$ cat src/cos_quarter.mem
// One hex byte per line: 127.5 * (1 + cos((k + 0.5) * pi / 128)) for k = 0 to 63
ff
ff
ff
ff
fe
fe
fd
fd
fc
fc
fb
fa
f9
f8
f7
f6
f5
f3
f2
f1
ef
ee
ec
ea
e9
e7
e5
e3
e1
df
dd
db
d9
d6
d4
d2
cf
cd
ca
c8
c5
c2
c0
bd
ba
b7
b5
b2
af
ac
a9
a6
a3
a0
9d
9a
97
94
91
8e
8a
87
84
81

$ cat src/source/svm_pkg.sv
// Widths are fixed at 8 bits because the cosine table file holds 8-bit entries for 256 angle steps
package svm_pkg;

  // Electrical angle, 256 steps per electrical turn
  parameter int phase_w = 8;

  // One cosine table entry
  // Entries are offset so 0x80 is zero current
  parameter int amp_w = 8;

  // Quarter-wave table depth
  // The other three quadrants come from symmetry
  parameter int quarter_ct = 64;

  // Hex table loaded at elaboration time
  // Must sit in the simulator or synthesis working directory
  parameter string cos_file = "/design/src/cos_quarter.mem";

  // The quarter table must cover exactly two angle bits less than a full turn
  // Quadrant select uses the top two bits of the angle
  parameter int quad_bits = 2;

  // Full-scale amplitude, used when a quadrant is mirrored downward
  parameter int amp_max = (1 << amp_w) - 1;

endpackage
$ cat src/source/cos_lut.sv
// Table contents come from cos_file at elaboration; both ports have one cycle of read latency
`timescale 1ns/1ps

module cos_lut (
  input  logic                       clk,
  input  logic [svm_pkg::phase_w-1:0] idx_a,  // Angle for port A
  input  logic [svm_pkg::phase_w-1:0] idx_b,  // Angle for port B
  output logic [svm_pkg::amp_w-1:0]   amp_a,  // Table value for idx_a, one cycle later
  output logic [svm_pkg::amp_w-1:0]   amp_b   // Table value for idx_b, one cycle later
);

  import svm_pkg::*;

  localparam int addr_w = $clog2(quarter_ct);  // Offset within a quadrant
  localparam int n_port = 2;

  // First quadrant of the offset cosine only
  logic [amp_w-1:0] quarter_rom [0:quarter_ct-1];

  initial begin
    $readmemh(cos_file, quarter_rom);
  end

  // Ports gathered so one block serves both
  logic [phase_w-1:0] idx [n_port];
  logic [amp_w-1:0]   amp [n_port];

  assign idx[0] = idx_a;
  assign idx[1] = idx_b;
  assign amp_a  = amp[0];
  assign amp_b  = amp[1];

  for (genvar p = 0; p < n_port; p++) begin : g_port
    logic [quad_bits-1:0] quad;    // Quadrant of the requested angle
    logic [addr_w-1:0]    k;       // Position inside the quadrant
    logic [addr_w-1:0]    addr;    // Folded ROM address
    logic                 mirror;  // Quadrants 1 and 2 sit below the midline
    logic [amp_w-1:0]     rom_q;   // Registered ROM word
    logic                 mirror_q;

    assign quad = idx[p][phase_w-1 -: quad_bits];
    assign k    = idx[p][addr_w-1:0];

    // Odd quadrants run the table backwards, 63 minus k
    assign addr   = quad[0] ? ~k : k;
    assign mirror = quad[0] ^ quad[1];

    // Registered read, maps onto block RAM
    always_ff @(posedge clk) begin
      rom_q    <= quarter_rom[addr];
      mirror_q <= mirror;  // Travels alongside the data
    end

    // 255 minus the entry for the lower half of the wave
    assign amp[p] = mirror_q ? amp_w'(amp_max) - rom_q : rom_q;
  end

endmodule

$ cat src/source/microstep_sequencer.sv
// Step is a one-cycle strobe; resetn is synchronous and active high; the angle wraps modulo 256
`timescale 1ns/1ps

module microstep_sequencer #(
  parameter int microstep_bits = 8  // 1 to 8, coarser settings take bigger angle steps
) (
  input  logic                       clk,
  input  logic                       resetn,
  input  logic                       step,          // One microstep per strobe
  input  logic                       dir,           // 1 moves the angle up
  input  logic                       coil_en,       // Low de-energizes both coils
  input  logic [7:0]                 current,       // Requested amplitude level
  output logic [svm_pkg::phase_w-1:0] phase_ct,     // Electrical angle
  output logic [7:0]                 coil_current   // Current after enable gating
);

  import svm_pkg::*;

  // Angle increment per microstep
  // With 8 microstep bits every step moves the angle by one table entry
  localparam logic [phase_w-1:0] step_inc = phase_w'(1 << (phase_w - microstep_bits));

  logic [phase_w-1:0] phase_next;  // Angle after a pending step

  // Wraps naturally through 255 to 0 and back
  always_comb begin
    phase_next = phase_ct;
    if (step) begin
      if (dir) begin
        phase_next = phase_ct + step_inc;  // Forward
      end else begin
        phase_next = phase_ct - step_inc;  // Reverse
      end
    end
  end

  // Angle register
  // Position is kept even while the coils are off
  always_ff @(posedge clk) begin
    if (resetn) begin
      phase_ct <= '0;
    end else begin
      phase_ct <= phase_next;
    end
  end

  // Current command register, forced to zero when disabled
  always_ff @(posedge clk) begin
    if (resetn) begin
      coil_current <= '0;
    end else if (coil_en) begin
      coil_current <= current;
    end else begin
      coil_current <= 8'd0;  // Coils off, angle untouched
    end
  end

endmodule

$ cat src/source/pwm_delayed.sv
// Period is 2**bits cycles; val and delay are sampled once per period at the counter wrap
`timescale 1ns/1ps

module pwm_delayed #(
  parameter int bits = 12  // Counter width
) (
  input  logic            clk,
  input  logic            resetn,
  input  logic [bits-1:0] val,          // High time in cycles
  input  logic [bits-1:0] delay,        // Counter value where the pulse begins
  output logic            pwm,
  output logic            period_start  // High while the counter is zero
);

  logic [bits-1:0] cnt;
  logic [bits-1:0] cnt_next;
  logic            wrap;        // Last cycle of the period
  logic [bits-1:0] val_q;       // Values in use for the current period
  logic [bits-1:0] delay_q;
  logic [bits-1:0] val_next;
  logic [bits-1:0] delay_next;

  assign cnt_next = cnt + 1'b1;
  assign wrap     = &cnt;

  // Fresh values only at the period boundary, never mid-pulse
  assign val_next   = wrap ? val : val_q;
  assign delay_next = wrap ? delay : delay_q;

  always_ff @(posedge clk) begin
    if (resetn) begin
      cnt          <= '0;
      val_q        <= '0;
      delay_q      <= '0;
      pwm          <= 1'b0;
      period_start <= 1'b0;  // Stays low until the first wrap
    end else begin
      cnt          <= cnt_next;
      val_q        <= val_next;
      delay_q      <= delay_next;
      period_start <= wrap;
      // Lookahead so the registered output lines up with cnt
      // Subtraction avoids overflow of delay plus val
      pwm <= (cnt_next >= delay_next) && ((cnt_next - delay_next) < val_next);
    end
  end

endmodule

$ cat src/source/space_vector_modulator.sv
// Values change only at period_start; microstep_bits and current_bits must each be 1 to 8
`timescale 1ns/1ps

module space_vector_modulator #(
  parameter int microstep_bits = 8,  // Amplitude bits kept from the table
  parameter int current_bits   = 4,  // Current bits kept from the command
  localparam int pwm_w = microstep_bits + current_bits
) (
  input  logic                        clk,
  input  logic                        resetn,
  input  logic [svm_pkg::phase_w-1:0] phase_ct,      // Electrical angle
  input  logic [7:0]                  coil_current,  // Gated current command
  input  logic                        period_start,  // Latch strobe from the PWM counter
  output logic [svm_pkg::phase_w-1:0] idx_a,         // Cosine index
  output logic [svm_pkg::phase_w-1:0] idx_b,         // Sine index
  input  logic [svm_pkg::amp_w-1:0]   amp_a,
  input  logic [svm_pkg::amp_w-1:0]   amp_b,
  output logic [pwm_w-1:0]            val_a,         // High time, phase A
  output logic [pwm_w-1:0]            val_b,         // High time, phase B
  output logic [pwm_w-1:0]            delay_a,       // Pulse start, phase A
  output logic [pwm_w-1:0]            delay_b        // Pulse start, phase B
);

  import svm_pkg::*;

  logic [microstep_bits-1:0] amp_a_t;  // Truncated amplitudes
  logic [microstep_bits-1:0] amp_b_t;
  logic [current_bits-1:0]   cur_t;    // Truncated current
  logic [pwm_w-1:0]          scaled_a;
  logic [pwm_w-1:0]          scaled_b;
  logic [pwm_w-1:0]          dly_a_next;
  logic [pwm_w-1:0]          dly_b_next;

  // Phase A leads by a quarter turn, so it reads the cosine
  assign idx_a = phase_ct + phase_w'(quarter_ct);
  assign idx_b = phase_ct;  // Sine

  // Keep only the top bits of each operand
  assign amp_a_t = amp_a[amp_w-1 -: microstep_bits];
  assign amp_b_t = amp_b[amp_w-1 -: microstep_bits];
  assign cur_t   = coil_current[7 -: current_bits];

  // Product always fits in pwm_w bits
  assign scaled_a = {{current_bits{1'b0}}, amp_a_t} * {{microstep_bits{1'b0}}, cur_t};
  assign scaled_b = {{current_bits{1'b0}}, amp_b_t} * {{microstep_bits{1'b0}}, cur_t};

  // Centre alignment
  // The shorter pulse waits half the difference, the longer one starts at once
  always_comb begin
    dly_a_next = '0;
    dly_b_next = '0;
    if (scaled_a > scaled_b) begin
      dly_b_next = (scaled_a - scaled_b) >> 1;  // Rounds down
    end else begin
      dly_a_next = (scaled_b - scaled_a) >> 1;  // Zero when equal
    end
  end

  // Hold all four values for the whole period
  // The PWM loads them again at its next wrap
  always_ff @(posedge clk) begin
    if (resetn) begin
      val_a   <= '0;
      val_b   <= '0;
      delay_a <= '0;
      delay_b <= '0;
    end else if (period_start) begin
      val_a   <= scaled_a;
      val_b   <= scaled_b;
      delay_a <= dly_a_next;
      delay_b <= dly_b_next;
    end
  end

endmodule

$ cat src/source/stepper_svm_top.sv
// Single clock; PWM period is 2**(microstep_bits+current_bits) cycles; resetn is active high
`timescale 1ns/1ps

module stepper_svm_top #(
  parameter int microstep_bits = 8,  // 1 to 8
  parameter int current_bits   = 4,  // 1 to 8
  localparam int pwm_w = microstep_bits + current_bits
) (
  input  logic       clk,
  input  logic       resetn,
  input  logic       step,     // One-cycle strobe
  input  logic       dir,
  input  logic       coil_en,
  input  logic [7:0] current,
  output logic       vref_a,   // Coil A voltage reference
  output logic       vref_b,   // Coil B voltage reference
  output logic       pwm_sync  // Period start, for ADC sampling
);

  import svm_pkg::*;

  logic [phase_w-1:0] phase_ct;
  logic [7:0]         coil_current;
  logic [phase_w-1:0] phase_a_idx;
  logic [phase_w-1:0] phase_b_idx;
  logic [amp_w-1:0]   amp_a;
  logic [amp_w-1:0]   amp_b;
  logic [pwm_w-1:0]   val_a;
  logic [pwm_w-1:0]   val_b;
  logic [pwm_w-1:0]   delay_a;
  logic [pwm_w-1:0]   delay_b;
  logic               period_start;

  assign pwm_sync = period_start;

  microstep_sequencer #(
    .microstep_bits(microstep_bits)
  ) u_seq (
    .clk, .resetn, .step, .dir, .coil_en, .current,
    .phase_ct, .coil_current
  );

  cos_lut u_lut (
    .clk, .idx_a(phase_a_idx), .idx_b(phase_b_idx), .amp_a, .amp_b
  );

  space_vector_modulator #(
    .microstep_bits(microstep_bits),
    .current_bits  (current_bits)
  ) u_svm (
    .clk, .resetn, .phase_ct, .coil_current, .period_start,
    .idx_a(phase_a_idx), .idx_b(phase_b_idx), .amp_a, .amp_b,
    .val_a, .val_b, .delay_a, .delay_b
  );

  // Both counters leave reset together, so phase A alone marks the period
  pwm_delayed #(.bits(pwm_w)) u_pwm_a (
    .clk, .resetn, .val(val_a), .delay(delay_a), .pwm(vref_a), .period_start(period_start)
  );

  pwm_delayed #(.bits(pwm_w)) u_pwm_b (
    .clk, .resetn, .val(val_b), .delay(delay_b), .pwm(vref_b), .period_start()
  );

endmodule

$ cat config.mk
export PLATFORM = sky130hd
export DESIGN_NAME = stepper_svm_top
export DESIGN_NICKNAME = d
export VERILOG_FILES = /design/src/source/svm_pkg.sv /design/src/source/cos_lut.sv /design/src/source/microstep_sequencer.sv /design/src/source/pwm_delayed.sv /design/src/source/space_vector_modulator.sv /design/src/source/stepper_svm_top.sv
export SDC_FILE = /design/constraint.sdc
export NUM_CORES = 1
export LEC_CHECK = 0
export ABC_AREA = 1
export BUFFER_PORTS_ARGS = -buffer_cell sky130_fd_sc_hd__buf_2
export CAP_MARGIN = 30
export CORE_ASPECT_RATIO = 0.75
export CORE_MARGIN = 3
export CORE_UTILIZATION = 50
export DETAILED_ROUTE_END_ITERATION = 10
export GPL_ROUTABILITY_DRIVEN = 0
export GPL_TIMING_DRIVEN = 0
export PLACE_DENSITY = 0.76
export SYNTH_ARGS = -nofsm -noshare
export SYNTH_HDL_FRONTEND = slang
export SYNTH_SLANG_ARGS = --single-unit
$ cat constraint.sdc
create_clock -name clk -period 3.1 [get_ports clk]
set_input_delay 0.62 -clock clk [delete_from_list [all_inputs] [get_ports clk]]
set_output_delay 0.62 -clock clk [all_outputs]
set_load 0.01 [all_outputs]
Yosys cells after proc, flatten, opt, wreduce, memory -nomap -nowiden

Index checks and enable logic that the tools add are counted.

Register bits after elaboration: 157
ROM bits: 0
Bits in latches: 0
RAM bits: 0
Input bits: 13
Word-level logic and storage cells: 54
Memories kept: 0
Output and inout bits: 3

Mux-type cells: 9
Magnitude comparators: 5
Add/subtract/negate cells: 11
Shift operators: 0
Bitwise gates (word level): 3
Reductions and logical operators: 5
Equal/unequal tests: 0
Div/mod/pow operators: 0
Multipliers: 2

Operators with widths:

| kind                  | count |
|---|---|
| $mux 12               | 4 |
| $sub 12x12->12        | 4 |
| $add 12x1->12 const B | 2 |
| $ge 12x12->1          | 2 |
| $lt 12x12->1          | 2 |
| $mul 8x4->12          | 2 |
| $mux 8                | 3 |
| $reduce_and 12->1     | 2 |
| $mux 11               | 2 |
| $sub 8x8->8 const A   | 2 |
| $gt 12x12->1          | 1 |
| $add 8x1->8 const B   | 1 |
| $add 8x7->8 const B   | 1 |
| $sub 8x1->8 const B   | 1 |
| $logic_and 1x1->1     | 2 |
| $reduce_or 2->1       | 1 |
| $xor 1x1->1           | 2 |
| $not 1->1             | 1 |

Longest topological paths before layout

Depth after elaboration: 5
Gate-level depth with buffers: 25
Depth with buffers taken out: 24

Cells and area by module

A second synthesis with hierarchy kept.

Cells, all modules: 1466
Area total of the unflattened synthesis: 10646.5 um2

By module, submodules not included:

| module                 | sequential area each (um2) | cells an instance | times used | area each (um2) |
|---|---|---|---|---|
| space_vector_modulator | 920.9                      | 713               | 1          | 4914.7 |
| pwm_delayed (u_pwm_a)  | 760.7                      | 312               | 1          | 2384.8 |
| pwm_delayed (u_pwm_b)  | 760.7                      | 306               | 1          | 2364.8 |
| microstep_sequencer    | 320.3                      | 118               | 1          | 858.3 |
| cos_lut                | 0.0                        | 17                | 1          | 123.9 |

Least setup slack after synthesis

Ideal clock, no wire load.

Path kind: reg-to-reg
Start point: reg u_pwm_a.cnt[0]
End point: reg u_pwm_a.pwm
Clock period less this slack: 3.236 ns
Setup time: 0.070 ns
Path slack: -0.136 ns
Required time: 3.030 ns
Stages on the path, launching flop included: 24
Path buffers: 1
Arrival: 3.166 ns
Cell sequence: dfxtp_1 > ha_1 > nand2_1 > inv_2 > nand2_2 > nor2_4 > nand2_2 > buf_4 > nand2_1 > inv_1 > ha_1 > inv_1 > fa_1 > a21oi_1 > o21bai_2 > a21oi_2 > nor2_1 > nor2_1 > xnor2_1 > ha_1 > a211o_1 > nor3_1 > nand2_1 > a21oi_1

Cells in the longest elaborated chain, start to end: 5
Elaborated cells between the ends (all ways): 8
Those cells by class: add/sub: 2; order compare: 2; mux: 2; reduce/logical: 2

Ends and longest elaborated chain:

| item                            | RTL line          | source |
|---|---|---|
| start: declaration              | pwm_delayed.sv:15 | `logic [bits-1:0] cnt;` |
| start signal: assignment        | pwm_delayed.sv:38 | `cnt <= cnt_next;` |
| $reduce_and 12->1 *             | pwm_delayed.sv:24 | `assign wrap = &cnt;` |
| $mux 12 *                       | pwm_delayed.sv:28 | `assign delay_next = wrap ? delay : delay_q;` |
| named net u_pwm_a.delay_next[0] | pwm_delayed.sv:21 | `logic [bits-1:0] delay_next;` |
| $sub 12x12->12                  | pwm_delayed.sv:44 | `pwm <= (cnt_next >= delay_next) && ((cnt_next - delay_next) < val_next);` |
| $lt 12x12->1                    | pwm_delayed.sv:44 |  |
| $logic_and 1x1->1 *             | pwm_delayed.sv:44 |  |
| end signal: assignment          | pwm_delayed.sv:44 |  |
| end: declaration                | pwm_delayed.sv:11 | `output logic pwm,` |

The timed path passes the listed nets; every way through them passes the cells marked *.
A chain may end at the register's enable or synchronous reset.

Worst setup path after layout

Start point: reg u_pwm_a.cnt[1]
End point: reg u_pwm_a.pwm

The elaborated chain is that of the path after synthesis.

==> impl_metrics.toml <==
[status]
status = "complete, but fails checks"
violations = "negative setup slack"

[final_layout]
final_common_cell = "nand2_1"
diodes = 0
fin_area_um2 = 4950
areaGrowthSynthToFinish_pct = 19.8
utilization_pct = 62.2
final-seq-area_um2 = 1510
fin_nets = 632
final_cell_mix = "nand2_1, nor2_1, dfxtp_1"
multi_input_area_um2 = 2620
layout-drive-gt1-share_pct = 21.3
fillers = 619

[routing]
vias = 3499
routedWlPerCell_um = 13.6
routed_via_density = 5.15
ant_nets = 0
drc = 0
drt-pass1-iter-count = 4
drt_wl_total_um = 9230
drt-initial-drc-count = 278

[sta]
fin_ws_ns = -0.199
fin_crit_ns = 3.30
slew_violations = 0
tightest_slew_ns = 0.595
hold_viol = 0
rsz0062_at_grt = "true"
setup_violations = 2
fin_crit_sh_pct = 106
slew_headroom_pct = 60.3
finalClockSkew_ns = 0.00913
fmax_ghz = 0.303
hold_ws_ns = 0.449

[worst_setup_path]
start_kind = "flop"
end_kind = "flop"
max_stage_delay_ns = 0.38
worst-path-max-fanout = 8
crit_chain = "ha_4, nand2_2, inv_2, nand2_4, nor2_4, nand2_4, buf_8, nand2_4, inv_4, ha_4, inv_2, fa_2, a21oi_4, o21bai_4, a21oi_4, nor2_1, nor2_1, xnor2_1, ha_1, nand4_1, buf_4, nor2_4, a21oi_1"
crit_top_cell = "nand2_4"
worstSetupPathType = "flop to flop"
cp_data_arrival_time_ns = 3.56
cp.required_ns = 3.36
slowest_stage = "fa_2"

[logic_synthesis]
async_reset_ff_share_pct = 0
synth_area_um2 = 4130
synth_edf_count = 0
syn_inst = 529
ys_warn_count = 0
synthFlopType = "dfxtp_1"
seq_area_frac_synth_pct = 36.3
mappedNetlistNets = 592
ys_ff_latch = 75
ys_types = 38
syn_avg_cell_area_um2 = 7.81

[clock_network]
cts_max_level = 3
clock_sinks = 75
cts_tree = "built"
hold_buffers = 0
clk_pin_slew_worst_paths_ns = 0.08
cts-buffers-inserted = 9
root_buffer = "clkbuf_8"
cts_buffer_depth = 2
clk_latency_ns = 0.36

[power_and_ir_drop]
seqPwrFrac_pct = 44.4
switchingPower_w = 0.000627
sw_frac_of_total_pct = 28.2
leakage_nw = 2.33
comb_power_share_pct = 20.5
power.share.clock_pct = 35.1
ir_drop_v = 0.000204
internal_power_w = 0.00159
powerDensity_nw_per_um2 = 448

[placement]
hpwl_um = 6370
port-buffer-count = 4
post_dp_cell_area_um2 = 4310

[global_route]
overflow = 0
grt_pass1_wl_um = 15300
grt_pass1_vias = 3344
grt_max_degree = 13
grtUsageTotal_pct = 19.9
antenna_found_initial = 0

[job]
cap_violations = 0

[min_path]
hp-class = "flop to flop"

[floorplan]
die_x_um = 111
core-area_um2 = 7950
ioPinCount = 16
dieArea_um2 = 9400
die_h_um = 84.7
start_util_pct = 52.0
rows = 28
[cell usage after synthesis (6+ instances only)]
| master | number | share of area (%) |
|---|---|---|
| ha_1 | 48 | 15 |
| dfxtp_1 | 75 | 36 |
| xor2_1 | 26 | 5.5 |
| inv_1 | 52 | 4.7 |
| nand2_1 | 105 | 9.5 |
| nand3_1 | 11 | 1.3 |
| nor3_1 | 7 | 0.85 |
| a21oi_1 | 28 | 3.4 |
| o21ai_0 | 9 | 1.1 |
| xnor2_1 | 9 | 1.9 |
| nor2_1 | 93 | 8.4 |
| nand3_2 | 6 | 1.5 |
[final cells by class]
class / instances / share of cell area, %
clock inverter: 4 / 0.986
sequential: 75 / 30.5
tap: 105 / 2.65
inverter: 55 / 4.22
clock buffer: 12 / 3.13
buffer: 12 / 1.44
multi-input combinational: 387 / 52.9
timing repair buffer: 29 / 4.20
[per-stage QoR]
stage / setup WS, ns / TNS (ns) / instances / power, W
4_1_cts: -0.138 / -0.274 / 671 / 0.00220
3_3_place_gp: -0.374 / -0.729 / 638 / 0.00136
5_1_grt: -0.370 / -0.672 / 679 / 0.00233
3_5_place_dp: -0.435 / -0.811 / 638 / 0.00138
2_1_floorplan: 0.000501 / 0 / 529 / 0.00129
6_report: -0.199 / -0.307 / 679 / 0.00222
[worst max-delay path: cells and delay by family, from the launching register on]
kind	cells	cell delay, ns
flops	1	0.34
fa+ha+maj	4	0.95
buf+inv	5	0.48
compound gates	4	0.53
xor+xnor	1	0.10
simple gates	9	0.78
[timing repair]
item | in CTS | in global routing
pin swaps | 18 | 20
gates cloned | 0 | 0
buffers inserted | 17 | 8
gates resized for setup | 29 | 33
setup endpoints to repair | 2 | 2
endpoints found under the hold margin | 0 | 0
[final timing paths]
path	start	to	slack, ns	cells past startpoint
worst max-delay path	u_pwm_a.cnt[1]$_SDFF_PP0_	u_pwm_a.pwm$_SDFF_PP0_	-0.20	23
worst min-delay path	u_pwm_b.cnt[0]$_SDFF_PP0_	u_pwm_b.cnt[0]$_SDFF_PP0_	0.45	1
worst max register to register	u_pwm_a.cnt[1]$_SDFF_PP0_	u_pwm_a.pwm$_SDFF_PP0_	-0.20	23
worst min register to register	u_pwm_b.cnt[0]$_SDFF_PP0_	u_pwm_b.cnt[0]$_SDFF_PP0_	0.45	1
[logic make-up (layout without fill, tap and decap cells)]
logic type | count (synthesis) | after routing | share of synthesized area (%)
buf+inv | 67 | 112 | 6.33
compound gates | 60 | 60 | 8.72
simple gates | 242 | 242 | 25.7
fa+ha+maj | 50 | 50 | 15.5
flops | 75 | 75 | 36.3
xor+xnor | 35 | 35 | 7.42
[routing by layer]
metal	vias up	part of all wire, %	GRT usage (%)
met5	-	0	0
met4	0	0.99	5.70
met3	9	6.0	4.25
met2	66	45	32.4
met1	1646	48	26.8
li1	1778	-	-
[flip-flops by register name, summed over array words and instances (netlist names)]
name,count
u_pwm_a.delay_q,12
u_pwm_b.delay_q,12
u_pwm_b.cnt,12
u_pwm_a.pwm,1
u_pwm_a.cnt,12
u_pwm_a.val_q,12
u_pwm_b.pwm,1
u_pwm_a.period_start,1
u_pwm_b.val_q,12
[power by group through the flow]
stage / clock network [W] / registers [W] / logic (W)
floorplan: 0 / 0.00101 / 0.000283
global placement: 0 / 0.00101 / 0.000354
detailed placement: 0 / 0.00101 / 0.000373
CTS: 0.000796 / 0.000986 / 0.000416
global route: 0.000830 / 0.000988 / 0.000514
finish: 0.000778 / 0.000985 / 0.000456
(Power assumes the default switching activity.)
